==> config.mk <==
export PLATFORM = sky130hd
export DESIGN_NAME = bram1_address_l10_flat
export DESIGN_NICKNAME = d
export VERILOG_FILES = /design/src/verilog/layer10_pkg.sv /design/src/verilog/scan_if.sv /design/src/verilog/bram1_address_l10.sv /design/src/flat_wrapper.sv
export VERILOG_INCLUDE_DIRS = /design/src /design/src/include
export SDC_FILE = /design/constraint.sdc
export NUM_CORES = 1
export LEC_CHECK = 0
export ABC_AREA = 1
export ABC_CLOCK_PERIOD_IN_PS = 5500
export BUFFER_PORTS_ARGS = -buffer_cell sky130_fd_sc_hd__buf_2
export CELL_PAD_IN_SITES_DETAIL_PLACEMENT = 1
export CELL_PAD_IN_SITES_GLOBAL_PLACEMENT = 1
export CORE_MARGIN = 1.5
export CORE_UTILIZATION = 27
export DETAILED_ROUTE_END_ITERATION = 10
export PLACE_DENSITY = 0.86
export SYNTH_ARGS = -nofsm -noshare
export SYNTH_HDL_FRONTEND = slang
export SYNTH_SLANG_ARGS = --single-unit
==> constraint.sdc <==
create_clock -name vclk -period 5.5
set_clock_uncertainty 0.2 [all_clocks]
set_input_delay 1.1 -clock vclk [all_inputs]
set_output_delay 1.1 -clock vclk [all_outputs]
set_load 0.05 [all_outputs]
==> src/include/layer10_settings.svh <==
`ifndef LAYER10_SETTINGS_SVH
`define LAYER10_SETTINGS_SVH

// Pixel width.
`define L10_DATA_W 16

// Word address, a 5-bit row followed by a 5-bit column.
`define L10_ADDR_W 10
`define L10_DEPTH 1024

// Stages between the lead coordinates and x_reg5 / y_reg5.
`define L10_COORD_DELAY 5

`endif

==> src/verilog/layer10_pkg.sv <==
`include "layer10_settings.svh"

package layer10_pkg;

	// Scan phase, as selected by the mode input.
	typedef enum logic [2:0] {
		PH_LOAD     = 3'd0, // Tile-by-tile write.
		PH_READ2    = 3'd1, // Column offsets 0 and 8.
		PH_SHIFT    = 3'd2, // All tiles, column shifted by k - 1.
		PH_READ4    = 3'd3, // Column offsets 8, 16, 24 and 0.
		PH_LOAD_ALT = 3'd4  // Same as PH_LOAD.
	} phase_t;

	typedef enum logic [2:0] {
		IDLE,
		LOAD,
		PREROLL, // Fills the coordinate delay line.
		SWEEP,
		DONE
	} ctrl_state_t;

	// Position inside an 8x8 tile, also used for L and z.
	typedef logic [2:0] coord_t;

	typedef logic [`L10_ADDR_W-1:0] buf_addr_t;

endpackage

==> src/verilog/scan_if.sv <==
`timescale 1ns/10ps

interface scan_if;
	import layer10_pkg::*;

	coord_t x;
	coord_t y;
	coord_t x_reg5; // x five cycles back.
	coord_t y_reg5;
	coord_t l; // Tile number.
	coord_t z; // Readback step.
	logic [1:0] k;
	phase_t u;

	modport ctrl (
		output x, y, x_reg5, y_reg5, l, z, k, u
	);

	modport agen (
		input x, y, x_reg5, y_reg5, l, z, k, u
	);

endinterface

==> src/verilog/bram1_address_l10.sv <==
`timescale 1ns/10ps

module bram1_address_l10 (
	scan_if.agen s,
	output layer10_pkg::buf_addr_t addr
);
	import layer10_pkg::*;

	logic [4:0] row; // Coordinates widened to the address fields.
	logic [4:0] col;
	logic [4:0] row_reg;
	logic [4:0] col_reg;
	logic [4:0] row_off;
	logic [4:0] col_off;
	logic [4:0] shift_col;

	assign row     = {2'b00, s.x};
	assign col     = {2'b00, s.y};
	assign row_reg = {2'b00, s.x_reg5};
	assign col_reg = {2'b00, s.y_reg5};

	// Tiles 4 to 7 form the lower half of the map.
	assign row_off = s.l[2] ? 5'd8 : 5'd0;
	assign col_off = {s.l[1:0], 3'b000}; // 8 * (L mod 4).

	// Wraps modulo 32 through the 5-bit sum.
	assign shift_col = col + col_off + {3'b000, s.k} - 5'd1;

	always_comb begin
		case (s.u)
			PH_LOAD, PH_LOAD_ALT: begin
				addr = {row + row_off, col + col_off};
			end
			PH_SHIFT: begin
				addr = {row + row_off, shift_col};
			end
			PH_READ2: begin
				case (s.z)
					3'd0:    addr = {row_reg, col_reg};
					3'd1:    addr = {row_reg, col_reg + 5'd8};
					default: addr = '0;
				endcase
			end
			PH_READ4: begin
				// Sequence runs z = 1, 2, 3, 0.
				case (s.z)
					3'd1:    addr = {row_reg, col_reg + 5'd8};
					3'd2:    addr = {row_reg, col_reg + 5'd16};
					3'd3:    addr = {row_reg, col_reg + 5'd24};
					3'd0:    addr = {row_reg, col_reg};
					default: addr = '0;
				endcase
			end
			default: begin
				addr = '0;
			end
		endcase
	end

endmodule

==> src/flat_wrapper.sv <==
// flat-port wrapper written by rule: the top's interface ports become plain ports
module bram1_address_l10_flat import layer10_pkg::*;
  (addr, s_x, s_y, s_x_reg5, s_y_reg5, s_l, s_z, s_k, s_u);
  scan_if s_i ();
  output layer10_pkg::buf_addr_t addr;
  input wire logic [$bits(s_i.x)-1:0] s_x;
  input wire logic [$bits(s_i.y)-1:0] s_y;
  input wire logic [$bits(s_i.x_reg5)-1:0] s_x_reg5;
  input wire logic [$bits(s_i.y_reg5)-1:0] s_y_reg5;
  input wire logic [$bits(s_i.l)-1:0] s_l;
  input wire logic [$bits(s_i.z)-1:0] s_z;
  input wire logic [$bits(s_i.k)-1:0] s_k;
  input wire logic [$bits(s_i.u)-1:0] s_u;
  assign s_i.x = s_x;
  assign s_i.y = s_y;
  assign s_i.x_reg5 = s_x_reg5;
  assign s_i.y_reg5 = s_y_reg5;
  assign s_i.l = s_l;
  assign s_i.z = s_z;
  assign s_i.k = s_k;
  assign s_i.u = s_u;
  bram1_address_l10 u_core (.s(s_i), .addr(addr));
endmodule
* After elaboration in Yosys (flattened, before gate mapping)
Index checks and enable logic that the tools add are counted.
** Storage, ports and cells
- Register bits :: 0
- Input port bits :: 23
- Output and inout port bits :: 10
- Word-level logic and storage cells :: 21
** Operators by class
- Add/subtract/negate cells :: 7
- Equality and inequality tests :: 7
- Multiplexer cells :: 4
- Reductions and logical operators :: 3
** Operators by type and width (number)
- $pmux W10 S4 :: 1
- $pmux W8 S4 :: 1
- $pmux W8 S2 :: 1
- $eq A3 B2 Y1 const B :: 4
- $add A3 B5 Y5 :: 2
- $eq A3 B1 Y1 const B :: 2
- $logic_not A3 Y1 :: 2
- $add A3 B4 Y5 const B :: 1
- $add A3 B5 Y5 const B :: 1
- $add A4 B4 Y5 const B :: 1
- $add A5 B2 Y5 :: 1
- $sub A5 B1 Y5 const B :: 1
- $mux W4 :: 1
- $eq A3 B3 Y1 const B :: 1
- $reduce_or A2 Y1 :: 1

* Longest topological paths before layout
Gate-level depths: netlist of the first run.
- Depth in word-level cells :: 4
- Depth in mapped cells :: 9
- Gate-level depth less buffers :: 9

* Worst setup path before layout of the first run
No wires, ideal clock.
- Path type :: input to output
- Start point :: input port s_y[1]
- End point :: output port addr[3]
- Data arrival time :: 2656 ps
- Data required time :: 4200 ps
- Slack :: 1544 ps
- Stages :: 8
- Buffers on the path :: 0
- Cells stage by stage :: inv_1 -> ha_1 -> inv_1 -> ha_1 -> fa_1 -> xor2_1 -> nand2_1 -> o211ai_1
** On the way
- Word-level cells in the longest chain between the ends :: 4
** RTL lines
- start, declared :: RTL line flat_wrapper.sv:7 : input wire logic [$bits(s_i.y)-1:0] s_y;
- $add A3 B5 Y5 * :: RTL line bram1_address_l10.sv:27, bram1_address_l10.sv:32
- $add A5 B2 Y5 :: RTL line bram1_address_l10.sv:27 : assign shift_col = col + col_off + {3'b000, s.k} - 5'd1;
- $sub A5 B1 Y5 :: RTL line bram1_address_l10.sv:27
- $pmux W10 S4 * :: RTL line bram1_address_l10.sv:30 : case (s.u)
- end, declared :: RTL line flat_wrapper.sv:5 : output layer10_pkg::buf_addr_t addr;
Mark *: on every way between the ends. The rest lies on a longest branch, timed or not.

* Final worst setup path of the first run
Same ends and word-level chain as after synthesis.

==> flow_metrics.py, run 1 <==
metrics = {
    "placement": {
        "gp_congestion": 0.792,
        "placement.setup.worst_slack_ns": 1.47,
        "hpwl_dp_um": 1130,
        "io_buffer_count": 32,
        "detailed_place.area_um2": 573,
    },
    "finish": {
        "finalInstanceArea_um2": 573,
        "fillers": 212,
        "nFlopsAndLatches": 0,
        "final_net_count": 129,
        "share_of_post_route_cells_with_drive_strength_above_1": 0.418,
        "n_antenna_cell": 0,
        "clkbuf_count": 0,
        "area.growth.synth_to_final_pct": 42.7,
        "storage_element_area_um2": 0,
        "multiInputGateArea_um2": 323,
    },
    "timing": {
        "max_clock_freq_mhz": 249,
        "min_period_over_period": 0.730,
        "finalSetupViolations": 0,
        "unrepaired_setup_endpoints_after_global_routing": "false",
        "post-route-min-period_ns": 4.02,
        "setup-tns-final_ns": 0,
        "timing_hold_violations_final": 0,
        "timing.final.max_slew_violations": 0,
        "final.setup.worst_slack_ns": 1.48,
    },
    "route": {
        "via_count": 514,
        "post-route-drc-count": 0,
        "detailedRoute.firstPassIterationCount": 4,
        "drtAntennaViolNets": 0,
        "drt-wirelength-per-cell_um": 10.8,
        "detail_route.wirelength_um": 1230,
        "vias_per_cell": 4.55,
        "drt_iter0_markers": 6,
    },
    "synth": {
        "ys_top_cells_by_area": "sky130_fd_sc_hd__inv_1 (16%), sky130_fd_sc_hd__ha_1 (16%), sky130_fd_sc_hd__nand2_1 (13%), sky130_fd_sc_hd__o211ai_1 (5.6%), sky130_fd_sc_hd__fa_1 (5.0%)",
        "synthMuxAreaShare": 0,
        "synth_adder_area_share": 0.206,
        "yosysWarnings": 0,
        "postSynthNetCount": 96,
        "main_combinational_cell_family_by_area_after_synthesis": "simple AND/OR/NAND/NOR gates",
        "yosysTopAreaCell": "sky130_fd_sc_hd__inv_1",
        "synth.yosys.seq_area_share": 0,
        "synthMostInstantiatedCell": "sky130_fd_sc_hd__inv_1",
        "post-synth-top-area-fraction": 0.159,
        "synthesis.area_per_instance_um2": 5.99,
        "synth_cells": 67,
        "post_synth_instance_area_um2": 402,
        "share_of_the_synthesized_area_in_compound_gates_ao_oa_aoi_oai": 0.156,
        "synth_simple_gate_area_share": 0.411,
        "list_of_most_frequent_post_synthesis_cells": "sky130_fd_sc_hd__inv_1 (17), sky130_fd_sc_hd__nand2_1 (14), sky130_fd_sc_hd__ha_1 (5), sky130_fd_sc_hd__nand3_1 (4)",
        "synth.lib_cells_used.distinct": 21,
        "yosys.area_share.xor_xnor": 0.0218,
    },
    "status": {
        "outcome": "completed",
    },
    "job": {
        "count_of_maximum_capacitance_violations": 0,
    },
    "die": {
        "row_count": 13,
        "fp.dieW_um": 41.6,
        "die_footprint_um2": 1730,
        "io_pins": 33,
        "coreArea_um2": 1350,
        "dieHeight_um": 41.6,
        "start_util": 0.297,
    },
    "critical_path": {
        "critical_path.startpoint_type": "input port",
        "worstSetupPathType": "in2out",
        "cp_data_required_time_ns": 4.20,
        "path_max_fanout": 2,
        "critPathCaptureType": "output port",
        "worst-endpoint-arrival_ns": 2.72,
    },
    "power_and_ir_drop": {
        "power.leakage_uw": 0.000368,
        "vdd_ir_drop_max_uv": 42.3,
        "cellPowerDensity_nw_per_um2": 108,
    },
    "global_routing": {
        "number_of_global_route_vias_before_repair": 571,
        "number_of_antenna_violations_at_the_first_check_in_global_routing": 0,
        "grt-ovfl-total": 0,
        "groute.usage.overall": 0.155,
        "grt_pass1_wl_um": 2280,
        "grt_start_max_net_pins": 6,
    },
    "min_path": {
        "holdCritPathClass": "in2out",
        "min_from": "s_l[2]",
        "hold_path_end": "addr[8]",
        "timing.hold.worst_path_depth": 4,
    },
    "clocking": {
        "cts_repair_resize_count": 0,
        "post-cts-setup-buffer-count": 0,
        "hold_buffers": 0,
    },
}
worst max-delay path by stage:
stage,from,to,cells past startpoint
after global routing,s_y[1],addr[3],10
after floorplan,s_y[1],addr[3],8
final,s_y[1],addr[3],10
after CTS,s_y[1],addr[3],10
after global placement,s_y[1],addr[3],10
after detailed placement,s_y[1],addr[3],10
metal layers:
layer,wire length (um),vias up,global-route usage
met4,0,0,0
met3,43,0,0.00435
met1,545,223,0.195
met5,0,-,0
li1,-,274,-
met2,636,17,0.306
logic make-up after synthesis:
family / Yosys count
AOI/OAI and AO/OA: 10
xor gates and xnor gates: 1
adders and majority gates: 6
buffers and inverters: 20
other: 1
and+or+nand+nor: 29
layout make-up:
| type | instances | share of cell area |
|---|---|---|
| Inverter | 19 | 0.124 |
| Multi-Input combinational cell | 47 | 0.563 |
| Tap cell | 15 | 0.0328 |
| Timing Repair Buffer | 32 | 0.279 |
through the flow:
stage          hold WS, ns  cells  utilization  total power (uW)
3_3_place_gp          2.37    113        0.424              60.4
4_1_cts               2.38    113        0.424              62.4
6_report              2.38    113        0.424              61.6
3_5_place_dp          2.38    113        0.424              62.3
5_1_grt               2.42    113        0.424              68.3
2_1_floorplan         2.22     67            -              43.6
worst max-delay path, cell delays in order:
cell,delay [ns]
sky130_fd_sc_hd__buf_2,0.08
sky130_fd_sc_hd__inv_1,0.04
sky130_fd_sc_hd__ha_1,0.27
sky130_fd_sc_hd__inv_1,0.04
sky130_fd_sc_hd__ha_1,0.21
sky130_fd_sc_hd__fa_1,0.38
sky130_fd_sc_hd__xor2_1,0.16
sky130_fd_sc_hd__nand2_1,0.06
sky130_fd_sc_hd__o211ai_1,0.09
sky130_fd_sc_hd__buf_2,0.29
where the power goes:
| part | total [uW] | switching [uW] | internal (uW) |
|---|---|---|---|
| Sequential | 0 | 0 | 0 |
| Clock | 0 | 0 | 0 |
| Combinational | 61.6 | 42.1 | 19.6 |
cell usage in the layout, fill, tap and decap left out:
cell type                  synthesis  routed
sky130_fd_sc_hd__xor2_1            1       1
sky130_fd_sc_hd__o211ai_1          3       3
sky130_fd_sc_hd__o21ai_1           3       3
sky130_fd_sc_hd__fa_1              1       1
sky130_fd_sc_hd__buf_2             0      32
sky130_fd_sc_hd__nand3_1           4       4
sky130_fd_sc_hd__conb_1            1       1
sky130_fd_sc_hd__o21ai_2           1       1
sky130_fd_sc_hd__ha_1              5       5
sky130_fd_sc_hd__nand2_1          14      14
sky130_fd_sc_hd__nor2_2            1       1
sky130_fd_sc_hd__a21oi_1           2       2
sky130_fd_sc_hd__nor2_8            1       1
sky130_fd_sc_hd__nor2_1            2       2
sky130_fd_sc_hd__nor3_2            1       1
sky130_fd_sc_hd__nand4_1           3       3
sky130_fd_sc_hd__nand3_4           1       1
sky130_fd_sc_hd__inv_2             2       2
sky130_fd_sc_hd__nand2_2           2       2
sky130_fd_sc_hd__inv_1            17      17
sky130_fd_sc_hd__a31oi_1           1       1
Note: power is estimated with default switching activity, not from simulation.
==> inputs of run 2 (changes only) <==
--- a/config.mk
+++ b/config.mk
@@ -7,14 +7,14 @@
 export NUM_CORES = 1
 export LEC_CHECK = 0
 export ABC_AREA = 1
-export ABC_CLOCK_PERIOD_IN_PS = 5500
+export ABC_CLOCK_PERIOD_IN_PS = 3800
 export BUFFER_PORTS_ARGS = -buffer_cell sky130_fd_sc_hd__buf_2
 export CELL_PAD_IN_SITES_DETAIL_PLACEMENT = 1
 export CELL_PAD_IN_SITES_GLOBAL_PLACEMENT = 1
 export CORE_MARGIN = 1.5
-export CORE_UTILIZATION = 27
+export CORE_UTILIZATION = 25
 export DETAILED_ROUTE_END_ITERATION = 10
-export PLACE_DENSITY = 0.86
+export PLACE_DENSITY = 0.8
 export SYNTH_ARGS = -nofsm -noshare
 export SYNTH_HDL_FRONTEND = slang
 export SYNTH_SLANG_ARGS = --single-unit
==> constraint.sdc (replaced) <==
create_clock -name vclk -period 3.8
set_clock_uncertainty 0.2 [all_clocks]
set_input_delay 0.76 -clock vclk [all_inputs]
set_output_delay 0.76 -clock vclk [all_outputs]
set_load 0.05 [all_outputs]
==> run 2 against run 1 <==
Via count grew 2.3%; first-iteration DRC count fell by 50%; final cell count up 0.88%; non-clock buffer count is the same; global-route usage shrank 1.4 points; die area is 7.4% higher; core utilization is 4.3 points lower; combinational power rose by 45%; routed wire length down 5.0%; critical endpoint unchanged; worst hold slack lost 0.68 ns.
==> flow_metrics.py, run 2 (synthesis results as in run 1) <==
metrics = {
    "finish": {
        "area.growth.synth_to_final_pct": 43.0,
        "nFlopsAndLatches": 0,
        "non_filler_cells_in_the_finished_layout": 114,
        "clkbuf_count": 0,
        "mostFrequentLayoutCell": "sky130_fd_sc_hd__buf_2",
        "multiInputGateArea_um2": 323,
        "final_net_count": 129,
        "share_of_post_route_cells_with_drive_strength_above_1": 0.418,
        "storage_element_area_um2": 0,
        "fillers": 214,
        "most-common-layout-cells": "sky130_fd_sc_hd__buf_2 (32), sky130_fd_sc_hd__inv_1 (17), sky130_fd_sc_hd__nand2_1 (14)",
        "n_antenna_cell": 0,
    },
    "timing": {
        "timing_hold_violations_final": 0,
        "unrepaired_setup_endpoints_after_global_routing": "false",
        "post-route-min-period_ns": 3.33,
        "setup-tns-final_ns": 0,
        "max_clock_freq_mhz": 300,
        "min_period_over_period": 0.876,
        "timing.final.max_slew_violations": 0,
        "finalSetupViolations": 0,
    },
    "power_and_ir_drop": {
        "vdd_ir_drop_max_uv": 52.8,
        "power.share.switching": 0.682,
        "power.leakage_uw": 0.000368,
        "p_clk_frac": 0,
        "net-switching-power_uw": 60.8,
        "p_int_uw": 28.4,
        "cellPowerDensity_nw_per_um2": 155,
        "p_comb_frac": 1.000,
        "power.sequential.fraction": 0,
    },
    "critical_path": {
        "worst-endpoint-arrival_ns": 2.37,
        "worst_path_largest_cell_delay_ns": 0.38,
        "path_max_fanout": 2,
        "critPathCaptureType": "output port",
        "cp_cell_sequence": "buf_2 > inv_1 > ha_1 > inv_1 > ha_1 > fa_1 > xor2_1 > nand2_1 > o211ai_1 > buf_2",
        "cp_data_required_time_ns": 2.84,
        "worstSetupPathType": "in2out",
        "critical_path.startpoint_type": "input port",
        "cp_slowest_cell": "sky130_fd_sc_hd__fa_1",
    },
    "die": {
        "coreArea_um2": 1510,
        "dieHeight_um": 43.1,
        "start_util": 0.267,
        "io_pins": 33,
        "row_count": 14,
        "die_footprint_um2": 1860,
        "fp.dieW_um": 43.1,
    },
    "route": {
        "drtAntennaViolNets": 0,
        "vias_per_cell": 4.61,
        "detail_route.wirelength_um": 1160,
        "detailedRoute.firstPassIterationCount": 2,
        "drt-wirelength-per-cell_um": 10.2,
        "post-route-drc-count": 0,
        "via_count": 526,
        "drt_iter0_markers": 3,
    },
    "placement": {
        "gp_congestion": 0.750,
        "hpwl_dp_um": 1110,
        "io_buffer_count": 32,
        "placedCellCount": 114,
    },
    "min_path": {
        "holdCritPathClass": "in2out",
        "hold_path_end": "addr[8]",
        "min_from": "s_l[2]",
        "timing.hold.worst_path_depth": 4,
    },
    "global_routing": {
        "grt-ovfl-total": 0,
        "number_of_antenna_violations_at_the_first_check_in_global_routing": 0,
        "grt_start_max_net_pins": 6,
        "number_of_global_route_vias_before_repair": 539,
        "groute.usage.overall": 0.142,
        "grt_pass1_wl_um": 2160,
    },
    "status": {
        "outcome": "completed",
    },
    "clocking": {
        "hold_buffers": 0,
        "cts_repair_resize_count": 0,
        "post-cts-setup-buffer-count": 0,
    },
    "job": {
        "count_of_maximum_capacitance_violations": 0,
    },
}
==> run 2: how the worst max path moves through the flow <==
| stage | start | to | slack (ns) | cells after the start |
|---|---|---|---|---|
| floorplan | s_y[1] | addr[3] | 0.52 | 8 |
| global placement | s_y[1] | addr[3] | 0.50 | 10 |
| detailed placement | s_y[1] | addr[3] | 0.46 | 10 |
| CTS | s_y[1] | addr[3] | 0.46 | 10 |
| global route | s_y[1] | addr[3] | 0.27 | 10 |
| finish | s_y[1] | addr[3] | 0.47 | 10 |
==> run 2: power groups by stage <==
| stage | Combinational [uW] | Clock, uW | Sequential, uW |
|---|---|---|---|
| floorplan | 63.1 | 0 | 0 |
| global route | 99.8 | 0 | 0 |
| detailed placement | 90.5 | 0 | 0 |
| CTS | 90.7 | 0 | 0 |
| global placement | 87.6 | 0 | 0 |
| finish | 89.2 | 0 | 0 |
==> run 2: metrics by stage <==
step | area (um2) | util | hold WS (ns) | setup WS, ns | total power, uW
global placement | 574 | 0.381 | 1.69 | 0.500 | 87.6
global route | 574 | 0.381 | 1.71 | 0.267 | 99.8
finish | 574 | 0.381 | 1.70 | 0.470 | 89.2
floorplan | 402 | - | 1.54 | 0.524 | 63.1
detailed placement | 574 | 0.381 | 1.70 | 0.461 | 90.5
CTS | 574 | 0.381 | 1.70 | 0.457 | 90.7
==> run 2: final cells by class <==
type | instances | area share
repair buffers | 32 | 0.279
inverters | 19 | 0.124
multi-input cells | 47 | 0.562
well taps | 16 | 0.0349
==> run 2: worst max-delay path, delay by kind of cell <==
kind	cells	cell delay (ns)
fa+ha+maj	3	0.86
buf+inv	4	0.44
xor+xnor	1	0.16
compound gates	1	0.09
simple gates	1	0.06
==> run 2: per-layer routing <==
metal	track usage	part of all wire	up-vias
met1	0.175	0.42	238
met5	0	0	-
met3	0.00426	0.050	0
met2	0.281	0.53	15
li1	-	-	273
met4	0	0	0
==> inputs of run 3 (changes only) <==
--- a/config.mk
+++ b/config.mk
@@ -11,7 +11,7 @@
 export BUFFER_PORTS_ARGS = -buffer_cell sky130_fd_sc_hd__buf_2
 export CELL_PAD_IN_SITES_DETAIL_PLACEMENT = 1
 export CELL_PAD_IN_SITES_GLOBAL_PLACEMENT = 1
-export CORE_MARGIN = 1.5
+export CORE_MARGIN = 4
 export CORE_UTILIZATION = 25
 export DETAILED_ROUTE_END_ITERATION = 10
 export PLACE_DENSITY = 0.8
==> run 3 against run 2 <==
Critical path depth is the same; worst hold slack gained 0.0077 ns; die area grew 25%; highest routed layer is now met4; routed wire length grew 7.7%; largest power group unchanged; cell area did not move; via count rose by 0.95%; setup slack got worse by 0.034 ns; count of clock-buffer cells in the layout unchanged; non-clock buffer count did not move; final cell count is the same.
==> flow_metrics.py, run 3 (synthesis results as in run 1) <==
metrics = {
    "job": {
        "count_of_maximum_capacitance_violations": 0,
    },
    "critical_path": {
        "critPathCaptureType": "output port",
        "critical_path.startpoint_type": "input port",
        "cp_cell_sequence": "buf_2 > inv_1 > ha_1 > inv_1 > ha_1 > fa_1 > xor2_1 > nand2_1 > o211ai_1 > buf_2",
        "cp_data_required_time_ns": 2.84,
        "largest_delay_contributor_family_on_the_critical_path": "adder cells",
        "cp_slowest_cell": "sky130_fd_sc_hd__fa_1",
        "path_max_fanout": 2,
        "timing.critical_path.buf_inv": 4,
        "worst_path_largest_cell_delay_ns": 0.39,
        "worstSetupPathType": "in2out",
        "worst-endpoint-arrival_ns": 2.40,
    },
    "global_routing": {
        "number_of_global_route_vias_before_repair": 532,
        "grt_pass1_wl_um": 2000,
        "grt_start_max_net_pins": 6,
        "number_of_antenna_violations_at_the_first_check_in_global_routing": 0,
        "groute.usage.overall": 0.116,
        "grt-ovfl-total": 0,
    },
    "status": {
        "outcome": "completed",
    },
    "die": {
        "dieHeight_um": 48.1,
        "die_footprint_um2": 2310,
        "fp.dieW_um": 48.1,
        "start_util": 0.267,
        "io_pins": 33,
        "coreArea_um2": 1510,
        "row_count": 14,
    },
    "power_and_ir_drop": {
        "cellPowerDensity_nw_per_um2": 156,
        "p_clk_frac": 0,
        "tot_pwr_uw": 89.3,
        "p_comb_frac": 1.000,
        "net-switching-power_uw": 60.9,
        "power.leakage_uw": 0.000368,
        "power.share.switching": 0.682,
        "p_int_uw": 28.4,
        "power.sequential.fraction": 0,
        "vdd_ir_drop_max_uv": 47.3,
    },
    "clocking": {
        "cts_repair_resize_count": 0,
        "post-cts-setup-buffer-count": 0,
        "hold_buffers": 0,
    },
    "finish": {
        "most-common-layout-cells": "sky130_fd_sc_hd__buf_2 (32), sky130_fd_sc_hd__inv_1 (17), sky130_fd_sc_hd__nand2_1 (14)",
        "nFlopsAndLatches": 0,
        "final_net_count": 129,
        "share_of_post_route_cells_with_drive_strength_above_1": 0.418,
        "n_antenna_cell": 0,
        "storage_element_area_um2": 0,
        "clkbuf_count": 0,
        "mostFrequentLayoutCell": "sky130_fd_sc_hd__buf_2",
        "area.growth.synth_to_final_pct": 43.0,
    },
    "route": {
        "top_layer": "met4",
        "vias_per_cell": 4.66,
        "drt_iter0_markers": 2,
        "wl_met1_um": 447,
        "detailedRoute.firstPassIterationCount": 4,
        "drtAntennaViolNets": 0,
        "dr_wl_met3_um": 86,
        "post-route-drc-count": 0,
        "drt-wirelength-per-cell_um": 11.0,
        "via_count": 531,
        "detail_route.wirelength_um": 1250,
        "met2RoutedLength_um": 703,
    },
    "placement": {
        "io_buffer_count": 32,
        "gp_congestion": 0.680,
        "hpwl_dp_um": 1200,
    },
    "timing": {
        "max_clock_freq_mhz": 297,
        "timing_hold_violations_final": 0,
        "unrepaired_setup_endpoints_after_global_routing": "false",
        "timing.final.max_slew_violations": 0,
        "finalSetupViolations": 0,
        "setup-tns-final_ns": 0,
        "min_period_over_period": 0.885,
        "post-route-min-period_ns": 3.36,
    },
    "min_path": {
        "holdCritPathClass": "in2out",
    },
}
run 3: worst paths after layout:
check | cells past startpoint | from | to | slack [ns]
worst max-delay path | 10 | s_y[1] | addr[3] | 0.44
worst min-delay path | 4 | s_l[2] | addr[8] | 1.70
run 3: stage by stage:
| step | hold slack, ns | cells | instance area (um2) | worst slack (ns) | utilization |
|---|---|---|---|---|---|
| after CTS | 1.71 | 114 | 574 | 0.406 | 0.381 |
| after floorplan | 1.54 | 67 | 402 | 0.524 | - |
| final | 1.70 | 114 | 574 | 0.436 | 0.381 |
| after detailed placement | 1.70 | 114 | 574 | 0.405 | 0.381 |
| after global routing | 1.72 | 114 | 574 | 0.323 | 0.381 |
| after global placement | 1.69 | 114 | 574 | 0.500 | 0.381 |
run 3: worst min-delay path, stage by stage:
cell and delay, ns:
sky130_fd_sc_hd__buf_2 0.10, sky130_fd_sc_hd__nand2_1 0.05, sky130_fd_sc_hd__inv_1 0.03, sky130_fd_sc_hd__buf_2 0.20
run 3: cell type report:
| cell class | instances | area, um2 |
|---|---|---|
| Inverter | 19 | 71.3 |
| Multi-Input combinational cell | 47 | 323 |
| Fill cell | 217 | 932 |
| Tap cell | 16 | 20.0 |
| Timing Repair Buffer | 32 | 160 |
run 3: metal layers:
| layer | track usage | vias to the layer above |
|---|---|---|
| met5 | 0 | - |
| met4 | 0.0161 | 0 |
| met3 | 0.00752 | 2 |
| met2 | 0.240 | 16 |
| met1 | 0.126 | 239 |
| li1 | - | 274 |
run 3: power by group through the flow:
stage               sequential (uW)  combinational (uW)  clock [uW]
floorplan                         0                63.1           0
global placement                  0                87.7           0
detailed placement                0                90.8           0
CTS                               0                91.1           0
global route                      0                98.7           0
finish                            0                89.3           0
