## config.mk

```make
export PLATFORM = sky130hd
export DESIGN_NAME = tile_scan_ctrl_flat
export DESIGN_NICKNAME = d
export VERILOG_FILES = /design/src/verilog/layer10_pkg.sv /design/src/verilog/scan_if.sv /design/src/verilog/tile_scan_ctrl.sv /design/src/flat_wrapper.sv
export VERILOG_INCLUDE_DIRS = /design/src /design/src/include
export SDC_FILE = /design/constraint.sdc
export NUM_CORES = 1
export LEC_CHECK = 0
export ABC_AREA = 1
export ABC_CLOCK_PERIOD_IN_PS = 1760
export BUFFER_PORTS_ARGS = -buffer_cell sky130_fd_sc_hd__buf_2
export CORE_MARGIN = 4
export CORE_UTILIZATION = 30
export CTS_CLUSTER_SIZE = 8
export DETAILED_ROUTE_END_ITERATION = 6
export GPL_TIMING_DRIVEN = 0
export PLACE_DENSITY_LB_ADDON = 0.3
export SLEW_MARGIN = 0
export SYNTH_ARGS = -nofsm -noshare
export SYNTH_HDL_FRONTEND = slang
export SYNTH_SLANG_ARGS = --single-unit
export TNS_END_PERCENT = 30
```

## constraint.sdc

```tcl
create_clock -name clk -period 1.76 [get_ports clk]
set_input_delay 0.352 -clock clk [delete_from_list [all_inputs] [get_ports clk]]
set_output_delay 0.352 -clock clk [all_outputs]
set_load 0.05 [all_outputs]
```

## src/include/layer10_settings.svh

```systemverilog
`ifndef LAYER10_SETTINGS_SVH
`define LAYER10_SETTINGS_SVH

// Pixel width.
`define L10_DATA_W 16

// Word address, a 5-bit row followed by a 5-bit column.
`define L10_ADDR_W 10
`define L10_DEPTH 1024

// Stages between the lead coordinates and x_reg5 / y_reg5.
`define L10_COORD_DELAY 5

`endif

```

## src/verilog/layer10_pkg.sv

```systemverilog
`include "layer10_settings.svh"

package layer10_pkg;

	// Scan phase, as selected by the mode input.
	typedef enum logic [2:0] {
		PH_LOAD     = 3'd0, // Tile-by-tile write.
		PH_READ2    = 3'd1, // Column offsets 0 and 8.
		PH_SHIFT    = 3'd2, // All tiles, column shifted by k - 1.
		PH_READ4    = 3'd3, // Column offsets 8, 16, 24 and 0.
		PH_LOAD_ALT = 3'd4  // Same as PH_LOAD.
	} phase_t;

	typedef enum logic [2:0] {
		IDLE,
		LOAD,
		PREROLL, // Fills the coordinate delay line.
		SWEEP,
		DONE
	} ctrl_state_t;

	// Position inside an 8x8 tile, also used for L and z.
	typedef logic [2:0] coord_t;

	typedef logic [`L10_ADDR_W-1:0] buf_addr_t;

endpackage

```

## src/verilog/scan_if.sv

```systemverilog
`timescale 1ns/10ps

interface scan_if;
	import layer10_pkg::*;

	coord_t x;
	coord_t y;
	coord_t x_reg5; // x five cycles back.
	coord_t y_reg5;
	coord_t l; // Tile number.
	coord_t z; // Readback step.
	logic [1:0] k;
	phase_t u;

	modport ctrl (
		output x, y, x_reg5, y_reg5, l, z, k, u
	);

	modport agen (
		input x, y, x_reg5, y_reg5, l, z, k, u
	);

endinterface

```

## src/verilog/tile_scan_ctrl.sv

```systemverilog
`timescale 1ns/10ps
`include "layer10_settings.svh"

module tile_scan_ctrl (
	input  logic                clk,
	input  logic                reset,
	input  logic                start,
	input  logic                pix_valid,
	input  layer10_pkg::phase_t mode,
	input  logic [1:0]          k_in,
	scan_if.ctrl                s,
	output logic                we,
	output logic                re,
	output logic                busy,
	output logic                done,
	output logic                out_valid
);
	import layer10_pkg::*;

	ctrl_state_t state;
	phase_t      u_q; // Phase latched at start.
	logic [1:0]  k_q;
	coord_t      x_q;
	coord_t      y_q;
	coord_t      l_q;
	coord_t      z_q;
	logic [1:0]  lead_q; // Step of the lead coordinate in a readback.
	logic [2:0]  pre_cnt;
	coord_t      x_dly [`L10_COORD_DELAY];
	coord_t      y_dly [`L10_COORD_DELAY];

	logic   readback;
	logic   lead_last;
	logic   adv_xy;
	logic   last_xy;
	logic   sweep_last;
	coord_t z_first;
	coord_t z_last;
	coord_t z_next;

	assign readback  = (u_q == PH_READ2) || (u_q == PH_READ4);
	assign lead_last = (u_q == PH_READ4) ? (lead_q == 2'd3) : (lead_q == 2'd1);
	assign z_first   = (u_q == PH_READ4) ? 3'd1 : 3'd0;
	assign z_last    = (u_q == PH_READ4) ? 3'd0 : 3'd1;
	assign z_next    = (u_q == PH_READ4) ? {1'b0, z_q[1:0] + 2'd1} : {2'b00, ~z_q[0]};

	assign we   = (state == LOAD) && pix_valid;
	assign re   = (state == SWEEP);
	assign busy = (state != IDLE);

	assign last_xy = (l_q == 3'd7) && (x_q == 3'd7) && (y_q == 3'd7);

	// A readback ends on the last step of the last delayed coordinate.
	assign sweep_last = readback ?
		((z_q == z_last) && (s.x_reg5 == 3'd7) && (s.y_reg5 == 3'd7)) : last_xy;

	assign adv_xy = we || (re && !readback) ||
		(readback && lead_last && ((state == PREROLL) || (state == SWEEP)));

	always_ff @(posedge clk) begin
		if (reset) begin
			state     <= IDLE;
			u_q       <= PH_LOAD;
			k_q       <= '0;
			x_q       <= '0;
			y_q       <= '0;
			l_q       <= '0;
			z_q       <= '0;
			lead_q    <= '0;
			pre_cnt   <= '0;
			out_valid <= 1'b0;
			done      <= 1'b0;
		end else begin
			out_valid <= re;
			done      <= (we && last_xy) || ((state == DONE) && out_valid);
			if (adv_xy) begin
				y_q <= y_q + 3'd1; // y fastest, then x, then L.
				if (y_q == 3'd7) begin
					x_q <= x_q + 3'd1;
					if (x_q == 3'd7) begin
						l_q <= l_q + 3'd1;
					end
				end
			end
			if (readback && ((state == PREROLL) || (state == SWEEP))) begin
				lead_q <= lead_last ? 2'd0 : lead_q + 2'd1;
			end
			case (state)
				IDLE: begin
					if (start) begin
						u_q     <= mode;
						k_q     <= k_in;
						x_q     <= '0;
						y_q     <= '0;
						l_q     <= '0;
						lead_q  <= '0;
						pre_cnt <= '0;
						case (mode)
							PH_LOAD, PH_LOAD_ALT: state <= LOAD;
							PH_SHIFT:             state <= SWEEP;
							PH_READ2, PH_READ4:   state <= PREROLL;
							default:              state <= IDLE;
						endcase
					end
				end
				LOAD: begin
					if (we && last_xy) state <= DONE;
				end
				PREROLL: begin
					if (pre_cnt == 3'(`L10_COORD_DELAY - 1)) begin
						state <= SWEEP;
						z_q   <= z_first; // Lines up with the first delayed coordinate.
					end else begin
						pre_cnt <= pre_cnt + 3'd1;
					end
				end
				SWEEP: begin
					if (readback) z_q <= z_next;
					if (sweep_last) state <= DONE;
				end
				DONE: begin
					if (done) state <= IDLE; // Leave after the pulse.
				end
				default: state <= IDLE;
			endcase
		end
	end

	// Delay line for the readback coordinates.
	always_ff @(posedge clk) begin
		x_dly[0] <= x_q;
		y_dly[0] <= y_q;
		for (int i = 1; i < `L10_COORD_DELAY; i++) begin
			x_dly[i] <= x_dly[i-1];
			y_dly[i] <= y_dly[i-1];
		end
	end

	assign s.x      = x_q;
	assign s.y      = y_q;
	assign s.l      = l_q;
	assign s.z      = z_q;
	assign s.k      = k_q;
	assign s.u      = u_q;
	assign s.x_reg5 = x_dly[`L10_COORD_DELAY-1];
	assign s.y_reg5 = y_dly[`L10_COORD_DELAY-1];

endmodule

```

## src/flat_wrapper.sv

```systemverilog
// flat-port wrapper written by rule: the top's interface ports become plain ports
module tile_scan_ctrl_flat import layer10_pkg::*;
  (clk, reset, start, pix_valid, mode, k_in, we, re, busy, done, out_valid, s_x, s_y, s_x_reg5, s_y_reg5, s_l, s_z, s_k, s_u);
  scan_if s_i ();
  input  logic clk;
  input  logic reset;
  input  logic start;
  input  logic pix_valid;
  input  layer10_pkg::phase_t mode;
  input  logic [1:0] k_in;
  output logic we;
  output logic re;
  output logic busy;
  output logic done;
  output logic out_valid;
  output wire logic [$bits(s_i.x)-1:0] s_x;
  output wire logic [$bits(s_i.y)-1:0] s_y;
  output wire logic [$bits(s_i.x_reg5)-1:0] s_x_reg5;
  output wire logic [$bits(s_i.y_reg5)-1:0] s_y_reg5;
  output wire logic [$bits(s_i.l)-1:0] s_l;
  output wire logic [$bits(s_i.z)-1:0] s_z;
  output wire logic [$bits(s_i.k)-1:0] s_k;
  output wire logic [$bits(s_i.u)-1:0] s_u;
  assign s_x = s_i.x;
  assign s_y = s_i.y;
  assign s_x_reg5 = s_i.x_reg5;
  assign s_y_reg5 = s_i.y_reg5;
  assign s_l = s_i.l;
  assign s_z = s_i.z;
  assign s_k = s_i.k;
  assign s_u = s_i.u;
  tile_scan_ctrl u_core (.clk(clk), .reset(reset), .start(start), .pix_valid(pix_valid), .mode(mode), .k_in(k_in), .s(s_i), .we(we), .re(re), .busy(busy), .done(done), .out_valid(out_valid));
endmodule
```

; After elaboration in Yosys (flattened, before gate mapping)
; Memories as Yosys holds them, arrays and structs flattened.
; Cells that the tools add are included.
[word_totals]
register_bits = 27
latchBits = 0
ramBits = 30
rom_bits = 0
in_bits = 9
out_inout_bits = 28
word_cells = 108
n_memories = 2
[memory_table]
columns = name, depth, width, rd, rd_clocked_by_memory_dff, wr, line_no
row1 = u_core.x_dly, 5, 3, 5, 0, 5, tile_scan_ctrl.sv:29  ; coord_t x_dly [`L10_COORD_DELAY];
row2 = u_core.y_dly, 5, 3, 5, 0, 5, tile_scan_ctrl.sv:30  ; coord_t y_dly [`L10_COORD_DELAY];
[op_classes]
add_sub_neg = 6
mul = 0
n_div = 0
n_lt_le_gt_ge = 0
eq_ne = 26
shift = 0
mux = 34
bitwise_logic = 1
reduce_logical = 28
[op_table]
columns = cell, count
row1 = 3-bit 2-to-1 mux, 21
row2 = "3-bit == test, second input constant", 8
row3 = "3-bit by 2-bit == test with 1-bit output, second input constant", 5
row4 = 3-bit case mux with 5 select lines, 1
row5 = "3-bit by 1-bit adder with 3-bit output, second input constant", 4
row6 = "2-bit != test, second input constant", 6
row7 = 3-bit case mux with 2 select lines, 2
row8 = 1-bit logical AND, 11
row9 = 2-bit 2-to-1 mux, 5
row10 = "3-bit by 1-bit == test with 1-bit output, second input constant", 3
row11 = 3-bit zero test, 2
row12 = 2-bit case mux with 3 select lines, 1
row13 = 3-bit AND reduction, 2
row14 = 1-bit logical OR, 5
row15 = 5-bit AND reduction, 1
row16 = "2-bit by 1-bit adder with 2-bit output, second input constant", 2
row17 = 1-bit 2-to-1 mux, 4
row18 = 2-bit nonzero test, 2
row19 = 2-bit OR reduction, 2
row20 = 3-bit == test, 1
row21 = 3-bit nonzero test, 1
row22 = "2-bit by 1-bit == test with 1-bit output, second input constant", 1
row23 = "2-bit == test, second input constant", 1
row24 = "2-bit by 1-bit != test with 1-bit output, second input constant", 1
row25 = 3 further kinds, 3

; Depth between registers and ports, before layout
; Gate-level depths: netlist of run 1.
[logic_depth]
word_depth = 9
mapped_depth = 11

; Worst setup path after synthesis of run 1
; OpenSTA, ideal clock, no wires.
[synth_timing]
path_kind = flip-flop to flip-flop
startpoint = register u_core.state[2]
endpoint = register u_core.x_q[2], in the netlist u_core.s.x[2]
setup_ns = 0.117
arrival_time_ns = 2.230
slack_ns = -0.587
stages_incl_launch_ff = 10
path_buffers = 1
period_less_slack_ns = 2.347
cell_sequence = dfxtp_1 -> inv_2 -> nand2_2 -> nor3_1 -> nor2_2 -> nand2_2 -> buf_6 -> nand3b_1 -> nand2_1 -> nor2_1
[synth_via]
elab_chain_len = 7
[synth_lines]
columns = element, line_no
row1 = from (decl), tile_scan_ctrl.sv:20  ; ctrl_state_t state;
row2 = from (signal assigned), tile_scan_ctrl.sv:62  ; state <= IDLE;
row3 = from (signal assigned), tile_scan_ctrl.sv:99  ; PH_LOAD, PH_LOAD_ALT: state <= LOAD;
row4 = from (signal assigned), tile_scan_ctrl.sv:100  ; PH_SHIFT: state <= SWEEP;
row5 = 3-bit by 1-bit == test with 1-bit output (*), tile_scan_ctrl.sv:47  ; assign we = (state == LOAD) && pix_valid;
row6 = 1-bit logical AND (*), tile_scan_ctrl.sv:47
row7 = named net we, flat_wrapper.sv:11  ; output logic we;
row8 = 1-bit logical OR (*) (2 in a row), tile_scan_ctrl.sv:57  ; assign adv_xy = we || (re && !readback) ||
row9 = 3-bit 2-to-1 mux (*), tile_scan_ctrl.sv:76  ; if (adv_xy) begin
row10 = 3-bit 2-to-1 mux, tile_scan_ctrl.sv:90  ; if (start) begin
row11 = 3-bit 2-to-1 mux (*), tile_scan_ctrl.sv:88  ; case (state)
row12 = to (signal assigned), tile_scan_ctrl.sv:79  ; x_q <= x_q + 3'd1;
row13 = to (decl), tile_scan_ctrl.sv:23  ; coord_t x_q;
; Mark *: on every way through the listed nets, which the timed path passes. The rest lies on a longest branch.
; A chain may end at the register's enable or synchronous reset.

; Final worst setup path of run 1
[layout_timing]
startpoint = register u_core.state[0]
endpoint = output we
[layout_via]
elab_chain_len = 2
[layout_lines]
columns = element, line_no
row1 = 3-bit by 1-bit == test with 1-bit output, tile_scan_ctrl.sv:47
row2 = 1-bit logical AND, tile_scan_ctrl.sv:47
row3 = to (decl), flat_wrapper.sv:11
; No other way between the ends.

==> results.py, run 1 <==
metrics = {
    "run_status": {
        "run_status": "finished clean",
    },
    "synthesis": {
        "synthesis.area_per_instance_um2": 8.791,
        "synth_seq_area_share_pct": 55.21,
        "ys_seq_elements": 56,
        "post_synth_num_cell_types": 28,
        "synthesis.instances": 231,
        "synth_area_um2": 2031,
        "synthesis.yosys.warnings": 0,
        "synth.net_count": 248,
    },
    "global_route": {
        "grt_start_max_net_pins": 18,
        "global_route.usage.total_pct": 10.25,
        "grt_pass1_wl_um": 6858,
        "grt_pass1_vias": 1504,
        "antenna_found_initial": 0,
        "gr-total-overflow": 0,
    },
    "sta": {
        "skew_ns": 0.007340,
        "hold_ws_ns": 0.3319,
        "timing_max_transition_violations_final": 0,
        "setup_repair_after_global_routing_missed_its_margin": "true",
        "setup_viol": 0,
        "layout_min_cycle_time_ns": 1.642,
        "timing.final.ws_setup_ns": 0.1181,
        "setup-tns-final_ns": 0,
        "achievable-frequency_mhz": 609.1,
        "finalCritPeriodShare_pct": 93.29,
        "final_hold_viol_count": 0,
    },
    "final_layout": {
        "insertedDiodeCount": 0,
        "area_growth_syn_to_layout_pct": 19.22,
        "final_layout_size_suffix_gt1_share_pct": 26.01,
        "multi_input_combinational_cell_area_um2": 757.0,
        "finish.utilization_pct": 37.49,
        "sequential_cell_area_um2": 1126,
        "stdcell_count": 350,
        "final_nets": 289,
        "num-fill-cells": 693,
        "postLayoutCellArea_um2": 2421,
    },
    "power": {
        "part_of_the_total_power_dissipated_in_combinational_logic_pct": 32.5,
        "sw_frac_of_total_pct": 39.67,
        "total_switching_power_mw": 1.313,
        "part_of_the_power_in_registers_pct": 46.5,
        "clock_power_share_pct": 20.9,
        "leakagePower_nw": 1.130,
        "power.internal_mw": 1.997,
        "p_per_area_nw_per_um2": 1367,
        "post-layout-total-power_mw": 3.311,
        "power.ir.vdd_worst_uv": 380.0,
    },
    "placement": {
        "placedInstanceArea_um2": 2311,
        "dpl_worst_slack_ns": 0.05366,
        "dp.final_hpwl_um": 2863,
        "numPortBuffers": 34,
        "placedCellCount": 342,
        "place.gp.congestion": 0.7987,
    },
    "floorplanning": {
        "dieWidth_um": 90.28,
        "die-area_um2": 8150,
        "core.rowCount": 29,
        "num_io_pins": 37,
        "fp.dieH_um": 90.28,
        "design.core.area_um2": 6459,
        "initial_utilization_pct": 31.44,
    },
    "routing": {
        "drt-wirelength-per-cell_um": 10.75,
        "route.detailed.vias_per_inst": 4.294,
        "drt-pass1-iter-count": 4,
        "dr.first_iter.drc_count": 66,
        "route.antenna.remaining_nets": 0,
        "remaining_drc_errors": 0,
        "routed-via-count": 1503,
        "routed_wl_um": 3762,
    },
    "clock_network": {
        "clock_latency_ns": 0.31,
        "clk_path_buf_depth": 2,
        "clk_transition_reported_paths_ns": 0.10,
        "tritoncts.num_buffers": 5,
        "cts.sinks": 56,
        "post_cts_buffers": 0,
        "clock_tree_from_tritoncts": "yes",
        "clock_tree.root_cell": "sky130_fd_sc_hd__clkbuf_8",
        "htree_num_levels": 2,
    },
    "min_path": {
        "hold_class": "reg2reg",
    },
    "critical_path": {
        "max_stage_delay_ns": 0.41,
        "timing.setup.critical_path_class": "reg2out",
        "crit_slowest_cell": "sky130_fd_sc_hd__dfxtp_1",
        "timing.critical_path.from_type": "flip-flop",
        "critPathMaxFanout": 3,
        "cp_data_required_time_ns": 1.41,
        "critical_path_data_arrival_time_ns": 1.29,
        "path_cells": "nand2_2 -> nor3_4 -> buf_2",
        "cp-end-kind": "output port",
    },
    "job": {
        "max_cap_violations": 0,
    },
}
## placed cells by master, fill, tap and decap left out, drive strengths merged, types with 2 or more instances in the layout
master	Yosys	routed
nand2	35	35
xor2	2	2
a21oi	21	21
nand4	3	3
nand3b	5	5
ha	8	8
buf	9	42
inv	27	27
o21ai	13	13
nand3	10	10
dfxtp	56	56
nor2	29	29
nor3	4	4
clkbuf	2	9
## repair_timing
item	in CTS	in global routing
endpoints found under the hold margin	0	0
hold buffers	0	0
gates resized for setup	2	8
setup endpoints to repair	1	14
## power by group through the flow
stage,Sequential [mW],Clock [mW],Combinational (mW)
detailed placement,1.56,0,1.07
finish,1.54,0.693,1.08
CTS,1.53,0.731,1.08
floorplan,1.75,0,0.642
global route,1.57,0.784,1.21
global placement,1.56,0,1.06
## logic make-up (layout without fill, tap and decap cells)
logic type,after synthesis,in the layout,synth area share [%]
fa+ha+maj,8,8,4.929
xor+xnor,3,3,1.294
flops,56,56,55.21
compound gates,38,38,9.920
simple gates,87,87,19.72
other cells,1,1,0.1847
buf+inv,38,80,8.749
## final timing paths
check	start	endpoint	slack (ns)	cells after the start
max	u_core.state[0]	we	0.12	3
min	u_core.x_dly[0][3]	u_core.x_dly[0][6]	0.33	0
max reg2reg	u_core.s.y[0]	u_core.state[1]	0.18	10
min reg2reg	u_core.x_dly[0][3]	u_core.x_dly[0][6]	0.33	0
## worst max-delay path: cells and delay by family, from the launching register on
kind          cells  cell delay [ns]
buf+inv           1             0.30
flops             1             0.41
simple gates      2             0.28
## sequential cells by signal (all words and copies together) (netlist names), 3 cells and up
register        flops
u_core.state        3
u_core.s.x          3
u_core.s.y          3
u_core.s.u          3
u_core.x_dly       15
u_core.y_dly       15
u_core.pre_cnt      3
u_core.s.l          3
## metal layers
layer / global-route usage (%) / vias up / routed length, µm
met5: 0 / - / 0
met4: 3.827 / 0 / 80
met3: 3.667 / 7 / 178
met2: 16.37 / 25 / 1727
met1: 12.67 / 656 / 1775
li1: - / 815 / -
## Yosys cell counts
library cell / number / share of area [%]
sky130_fd_sc_hd__o21ai_0: 13 / 3.2
sky130_fd_sc_hd__nor2_2: 2 / 0.62
sky130_fd_sc_hd__o31ai_1: 1 / 0.37
sky130_fd_sc_hd__inv_2: 3 / 0.55
sky130_fd_sc_hd__dfxtp_1: 56 / 55
sky130_fd_sc_hd__nor2_1: 26 / 4.8
sky130_fd_sc_hd__o21bai_1: 1 / 0.37
sky130_fd_sc_hd__a32oi_1: 1 / 0.43
sky130_fd_sc_hd__and3_1: 1 / 0.31
sky130_fd_sc_hd__nor2_4: 1 / 0.55
sky130_fd_sc_hd__inv_1: 24 / 4.4
sky130_fd_sc_hd__xor2_1: 2 / 0.86
sky130_fd_sc_hd__nand3_2: 1 / 0.49
sky130_fd_sc_hd__nand3b_1: 5 / 1.8
sky130_fd_sc_hd__clkbuf_1: 2 / 0.37
sky130_fd_sc_hd__a211oi_1: 1 / 0.37
sky130_fd_sc_hd__nand3_1: 9 / 2.2
sky130_fd_sc_hd__ha_1: 8 / 4.9
sky130_fd_sc_hd__nand4_1: 3 / 0.92
sky130_fd_sc_hd__xnor2_1: 1 / 0.43
sky130_fd_sc_hd__nand2_2: 4 / 1.2
sky130_fd_sc_hd__conb_1: 1 / 0.18
sky130_fd_sc_hd__buf_4: 7 / 2.6
sky130_fd_sc_hd__a21oi_1: 21 / 5.2
sky130_fd_sc_hd__nand2_1: 31 / 5.7
sky130_fd_sc_hd__buf_6: 1 / 0.55
sky130_fd_sc_hd__nor3_1: 4 / 0.99
sky130_fd_sc_hd__buf_2: 1 / 0.25
## layout make-up
type	count	share of cell area, %
Clock inverter	2	0.6718
Inverter	27	4.186
Buffer	11	3.256
Clock buffer	6	2.997
Tap cell	77	3.979
Timing Repair Buffer	34	7.132
Sequential cell	56	46.51
Multi-Input combinational cell	137	31.27
Power figures use the tool's default switching activity.
==> run 2: changes to the inputs <==
Settings changed: ABC_CLOCK_PERIOD_IN_PS 1760 to 1580, SLEW_MARGIN 0 to 20.
Clock period 1.76 ns to 1.58 ns, I/O delays scaled along.
==> run 2 against run 1 <==
Net effect: die area did not move; count of clock-buffer cells in the layout did not move; routed wire length rose by 3.2%; combinational power rose by 21%; critical path depth rose by 1; critical endpoint unchanged; largest cell class unchanged.
==> results.py, run 2 (same netlist as run 1, synthesis figures left out) <==
metrics = {
    "sta": {
        "layout_min_cycle_time_ns": 1.539,
        "hold_ws_ns": 0.2898,
        "setup_viol": 0,
        "achievable-frequency_mhz": 649.6,
        "final_hold_viol_count": 0,
        "skew_ns": 0.006667,
        "setup_repair_after_global_routing_missed_its_margin": "true",
        "finalCritPeriodShare_pct": 97.43,
        "timing_max_transition_violations_final": 0,
    },
    "floorplanning": {
        "core.rowCount": 29,
        "num_io_pins": 37,
        "design.core.area_um2": 6459,
        "initial_utilization_pct": 31.44,
        "fp.dieH_um": 90.28,
        "die-area_um2": 8150,
        "dieWidth_um": 90.28,
    },
    "clock_network": {
        "tritoncts.num_buffers": 5,
        "clk_path_buf_depth": 2,
        "htree_num_levels": 2,
        "clk_transition_reported_paths_ns": 0.10,
        "clock_tree.root_cell": "sky130_fd_sc_hd__clkbuf_8",
        "clock_tree_from_tritoncts": "yes",
        "hold_buffers": 0,
        "clock_latency_ns": 0.30,
        "cts.sinks": 56,
    },
    "min_path": {
        "hold-path-cell-count": 3,
        "whs_endpoint": "u_core.s.k[0]",
        "hold_class": "in2reg",
        "min_from": "k_in[0]",
    },
    "critical_path": {
        "path_delay_family": "flip-flops",
        "critPathMaxFanout": 4,
        "max_stage_delay_ns": 0.38,
        "critical_path_data_arrival_time_ns": 1.22,
        "source_of_the_worst_register_to_register_timing_path": "u_core.s.y[0]",
        "cp_data_required_time_ns": 1.26,
        "timing.critical_path.from_type": "flip-flop",
        "timing.critical_path.from": "u_core.state[2]",
        "worst_r2r_endpoint": "u_core.state[1]",
        "worstRegToRegCells": 10,
        "worst-path-buf-inv": 2,
        "path_cells": "inv_2 -> nand2_4 -> nor3_4 -> buf_6",
        "ff2ff_setup_slack_ns": 0.05,
        "crit_slowest_cell": "sky130_fd_sc_hd__dfxtp_4",
        "cp-end-kind": "output port",
        "timing.setup.critical_path_class": "reg2out",
    },
    "routing": {
        "drt-pass1-iter-count": 4,
        "route.detailed.vias_per_inst": 4.395,
        "drt-wirelength-per-cell_um": 11.03,
        "routed_wl_um": 3881,
        "remaining_drc_errors": 0,
        "route.antenna.remaining_nets": 0,
        "dr.first_iter.drc_count": 54,
        "routed-via-count": 1547,
    },
    "final_layout": {
        "final_common_cell": "sky130_fd_sc_hd__dfxtp_1",
        "postLayoutCellArea_um2": 2517,
        "final_layout_size_suffix_gt1_share_pct": 31.64,
        "final_nets": 291,
        "finish.utilization_pct": 38.98,
        "most-common-layout-cells": "sky130_fd_sc_hd__dfxtp_1, sky130_fd_sc_hd__buf_2, sky130_fd_sc_hd__nand2_1, sky130_fd_sc_hd__inv_1, sky130_fd_sc_hd__nor2_1",
        "reg_top3": "u_core.x_dly x15, u_core.y_dly x15",
        "area_growth_syn_to_layout_pct": 23.97,
        "num-fill-cells": 682,
        "insertedDiodeCount": 0,
    },
    "placement": {
        "place.gp.congestion": 0.8081,
        "dp.final_hpwl_um": 2817,
        "placedInstanceArea_um2": 2325,
        "numPortBuffers": 34,
    },
    "global_route": {
        "grt_start_max_net_pins": 18,
        "grt_pass1_vias": 1456,
        "grt_pass1_wl_um": 6651,
        "gr-total-overflow": 0,
        "global_route.usage.total_pct": 9.995,
        "antenna_found_initial": 0,
    },
    "run_status": {
        "run_status": "finished clean",
    },
    "power": {
        "power.ir.vdd_worst_uv": 404.2,
        "p_per_area_nw_per_um2": 1515,
        "leakagePower_nw": 1.162,
    },
    "job": {
        "max_cap_violations": 0,
    },
}
[run 2: cell count changes in the layout (fill, tap and decap cells not counted), moves of 3 or more]
cell | before | now
sky130_fd_sc_hd__dfxtp_4 | 0 | 4
sky130_fd_sc_hd__dfxtp_2 | 4 | 8
sky130_fd_sc_hd__dfxtp_1 | 52 | 44
sky130_fd_sc_hd__nor2_4 | 1 | 4
[run 2: worst register-to-register path: cells and delay by family, from the launching register on]
family / cells / cell delay (ns)
AND/OR/NAND/NOR: 6 / 0.49
AO/OA/AOI/OAI: 1 / 0.11
buffers and inverters: 1 / 0.14
flip-flops: 1 / 0.36
adder cells (fa/ha/maj): 2 / 0.38
[run 2: final cells by class]
type                       count  area, µm²  share of cell area [%]
sequential                    56       1146                   45.53
multi-input combinational    137      798.3                   31.71
timing repair buffer          36      203.9                   8.101
inverter                      27      101.3                   4.026
tap                           77      96.34                   3.827
buffer                        11      82.58                   3.280
clock buffer                   6      72.57                   2.883
clock inverter                 2      16.27                  0.6461
[run 2: power breakdown]
group / internal (mW) / switching, mW / total, mW
clock: 0.316 / 0.451 / 0.767
combinational: 0.375 / 0.931 / 1.31
sequential: 1.61 / 0.135 / 1.74
total: 2.30 / 1.52 / 3.82
[run 2: what timing repair did]
action                                 in CTS  in global routing
setup endpoints to repair                  15                 16
buffers inserted                            0                  2
gates cloned                                0                  0
pin swaps                                   0                  3
gates resized for setup                     8                 24
endpoints found under the hold margin       0                  0
[run 2: worst max path at each step]
stage | cells past startpoint | end
finish | 4 | we
global placement | 8 | u_core.state[0]
global route | 10 | u_core.state[1]
CTS | 3 | busy
detailed placement | 8 | u_core.state[0]
floorplan | 6 | u_core.state[0]
[run 2: stage by stage]
step / setup WS, ns / total power, mW / std cells / TNS, ns
2_1_floorplan: -0.06372 / 2.668 / 231 / -0.06372
3_3_place_gp: -0.1031 / 2.921 / 342 / -0.3623
3_5_place_dp: -0.1083 / 2.931 / 342 / -0.2830
4_1_cts: -0.05370 / 3.730 / 350 / -0.07205
5_1_grt: -0.07535 / 4.084 / 352 / -0.2750
6_report: 0.04066 / 3.815 / 352 / 0
[run 2: layer usage]
metal / share of wire [%] / global-route usage [%] / vias to the layer above
met4: 1.9 / 4.209 / 0
met2: 46 / 15.99 / 30
li1: - / - / 819
met1: 47 / 12.64 / 692
met5: 0 / 0 / -
met3: 4.2 / 2.750 / 6
==> run 3: changes to the inputs <==
Settings changed: CORE_ASPECT_RATIO set to 1.25, PLACE_DENSITY_LB_ADDON 0.3 to unset, RECOVER_POWER set to 100.
==> run 3 against run 2 <==
Net effect: count of clock-buffer cells in the layout fell by 1; non-clock buffer count rose by 4; sequential power barely moved; register-to-register slack barely moved; sequential share of layout area fell by 1.0 points; hold slack got worse by 0.0011 ns; final cell count rose by 4.0%; critical endpoint unchanged; fmax fell by 0.59%.
==> results.py, run 3 (same netlist as run 1, synthesis figures left out) <==
metrics = {
    "power": {
        "part_of_the_power_in_registers_pct": 45.2,
        "sw_frac_of_total_pct": 39.68,
        "post-layout-total-power_mw": 3.808,
        "clock_power_share_pct": 20.4,
        "leakagePower_nw": 1.185,
        "power.internal_mw": 2.297,
        "total_switching_power_mw": 1.511,
        "p_per_area_nw_per_um2": 1488,
        "part_of_the_total_power_dissipated_in_combinational_logic_pct": 34.4,
        "power.ir.vdd_worst_uv": 426.6,
    },
    "clock_network": {
        "clk_transition_reported_paths_ns": 0.10,
        "clock_tree_from_tritoncts": "yes",
        "clock_latency_ns": 0.31,
        "htree_num_levels": 2,
        "clock_tree.root_cell": "sky130_fd_sc_hd__clkbuf_8",
        "tritoncts.num_buffers": 5,
        "cts.sinks": 56,
        "clk_path_buf_depth": 2,
        "hold_buffers": 0,
    },
    "routing": {
        "routed-via-count": 1570,
        "remaining_drc_errors": 0,
        "dr.first_iter.drc_count": 62,
        "drt-wirelength-per-cell_um": 10.44,
        "route.antenna.remaining_nets": 0,
        "routed_wl_um": 3822,
        "route.detailed.vias_per_inst": 4.290,
        "drt-pass1-iter-count": 4,
    },
    "global_route": {
        "grt_pass1_vias": 1487,
        "antenna_found_initial": 0,
        "global_route.usage.total_pct": 10.08,
        "grt_pass1_wl_um": 6382,
        "grt_start_max_net_pins": 19,
        "gr-total-overflow": 0,
    },
    "placement": {
        "numPortBuffers": 34,
        "dp.final_hpwl_um": 2907,
        "placedCellCount": 352,
        "placedInstanceArea_um2": 2337,
        "dpl_worst_slack_ns": -0.1225,
        "place.gp.congestion": 0.8108,
    },
    "floorplanning": {
        "die-area_um2": 8157,
        "initial_utilization_pct": 30.93,
        "fp.dieH_um": 99.99,
        "design.core.area_um2": 6565,
        "core.rowCount": 33,
        "num_io_pins": 37,
        "dieWidth_um": 81.59,
    },
    "final_layout": {
        "stdcell_count": 366,
        "final_nets": 295,
        "final_layout_size_suffix_gt1_share_pct": 31.54,
        "most-common-layout-cells": "sky130_fd_sc_hd__dfxtp_1, sky130_fd_sc_hd__buf_2, sky130_fd_sc_hd__nand2_1, sky130_fd_sc_hd__inv_1, sky130_fd_sc_hd__nor2_1",
        "insertedDiodeCount": 0,
        "num-fill-cells": 669,
        "finish.utilization_pct": 38.99,
        "final_common_cell": "sky130_fd_sc_hd__dfxtp_1",
        "multi_input_combinational_cell_area_um2": 802.0,
        "area_growth_syn_to_layout_pct": 26.06,
        "sequential_cell_area_um2": 1140,
        "postLayoutCellArea_um2": 2560,
        "reg_top3": "u_core.x_dly x15, u_core.y_dly x15",
    },
    "min_path": {
        "whs_endpoint": "u_core.s.k[1]",
        "hold_class": "in2reg",
        "min_from": "k_in[1]",
        "hold-path-cell-count": 3,
    },
    "critical_path": {
        "ff2ff_setup_slack_ns": 0.06,
        "cp_data_required_time_ns": 1.26,
        "timing.critical_path.from_type": "flip-flop",
        "worst_r2r_endpoint": "u_core.state[0]",
        "timing.setup.critical_path_class": "reg2out",
        "source_of_the_worst_register_to_register_timing_path": "u_core.s.y[0]",
        "cp-end-kind": "output port",
        "critPathMaxFanout": 4,
        "critical_path_data_arrival_time_ns": 1.23,
        "worstRegToRegCells": 10,
    },
    "sta": {
        "setup_repair_after_global_routing_missed_its_margin": "true",
        "skew_ns": 0.008143,
        "setup-tns-final_ns": 0,
        "final_hold_viol_count": 0,
        "timing_max_transition_violations_final": 0,
        "layout_min_cycle_time_ns": 1.548,
        "finalCritPeriodShare_pct": 98.00,
        "setup_viol": 0,
        "hold_ws_ns": 0.2887,
        "timing.final.ws_setup_ns": 0.03154,
        "achievable-frequency_mhz": 645.8,
    },
    "run_status": {
        "run_status": "finished clean",
    },
    "job": {
        "max_cap_violations": 0,
    },
}
[run 3: cell count changes in the layout (fill, tap and decap cells not counted), moves of 2 or more]
cell,delta
sky130_fd_sc_hd__dfxtp_1,+3
sky130_fd_sc_hd__nand2_2,-2
sky130_fd_sc_hd__dfxtp_2,-2
sky130_fd_sc_hd__buf_4,+4
[run 3: worst max path at each step]
stage,start,slack [ns],endpoint,depth (start not counted)
CTS,u_core.state[1],-0.03,busy,3
floorplan,u_core.s.x[2],-0.06,u_core.state[0],6
global placement,u_core.s.y[0],-0.08,u_core.state[0],8
detailed placement,u_core.s.y[0],-0.12,u_core.state[0],8
global route,u_core.state[2],-0.05,we,4
finish,u_core.state[2],0.03,we,4
[run 3: area by class of cell]
| class | instances | area share, % |
|---|---|---|
| buffer | 11 | 3.226 |
| clock inverter | 3 | 0.8798 |
| sequential | 56 | 44.53 |
| multi-input combinational | 137 | 31.33 |
| timing repair buffer | 40 | 9.042 |
| tap | 87 | 4.252 |
| clock buffer | 5 | 2.688 |
| inverter | 27 | 4.057 |
[run 3: worst max-delay path: stages (launching register included)]
cell and delay (ns):
sky130_fd_sc_hd__dfxtp_4 0.38, sky130_fd_sc_hd__inv_4 0.07, sky130_fd_sc_hd__nand2_4 0.06, sky130_fd_sc_hd__nor3_4 0.23, sky130_fd_sc_hd__buf_6 0.19
[run 3: power by group through the flow]
stage | logic (mW) | registers [mW] | clock network, mW
final | 1.31 | 1.72 | 0.777
after CTS | 1.21 | 1.72 | 0.817
after floorplan | 0.715 | 1.95 | 0
after global placement | 1.18 | 1.74 | 0
after detailed placement | 1.19 | 1.75 | 0
after global routing | 1.43 | 1.75 | 0.881
[run 3: layer usage]
metal	routed length (µm)	part of all wire, %	global-route usage, %
met5	0	0	0
met4	73	1.9	5.499
met3	174	4.6	2.783
met2	2016	53	17.44
met1	1557	41	10.90
[run 3: timing repair]
action | in CTS | in global routing
resized for setup | 10 | 22
setup buffers | 0 | 6
endpoints found under the setup margin | 15 | 15
pin swaps | 0 | 5
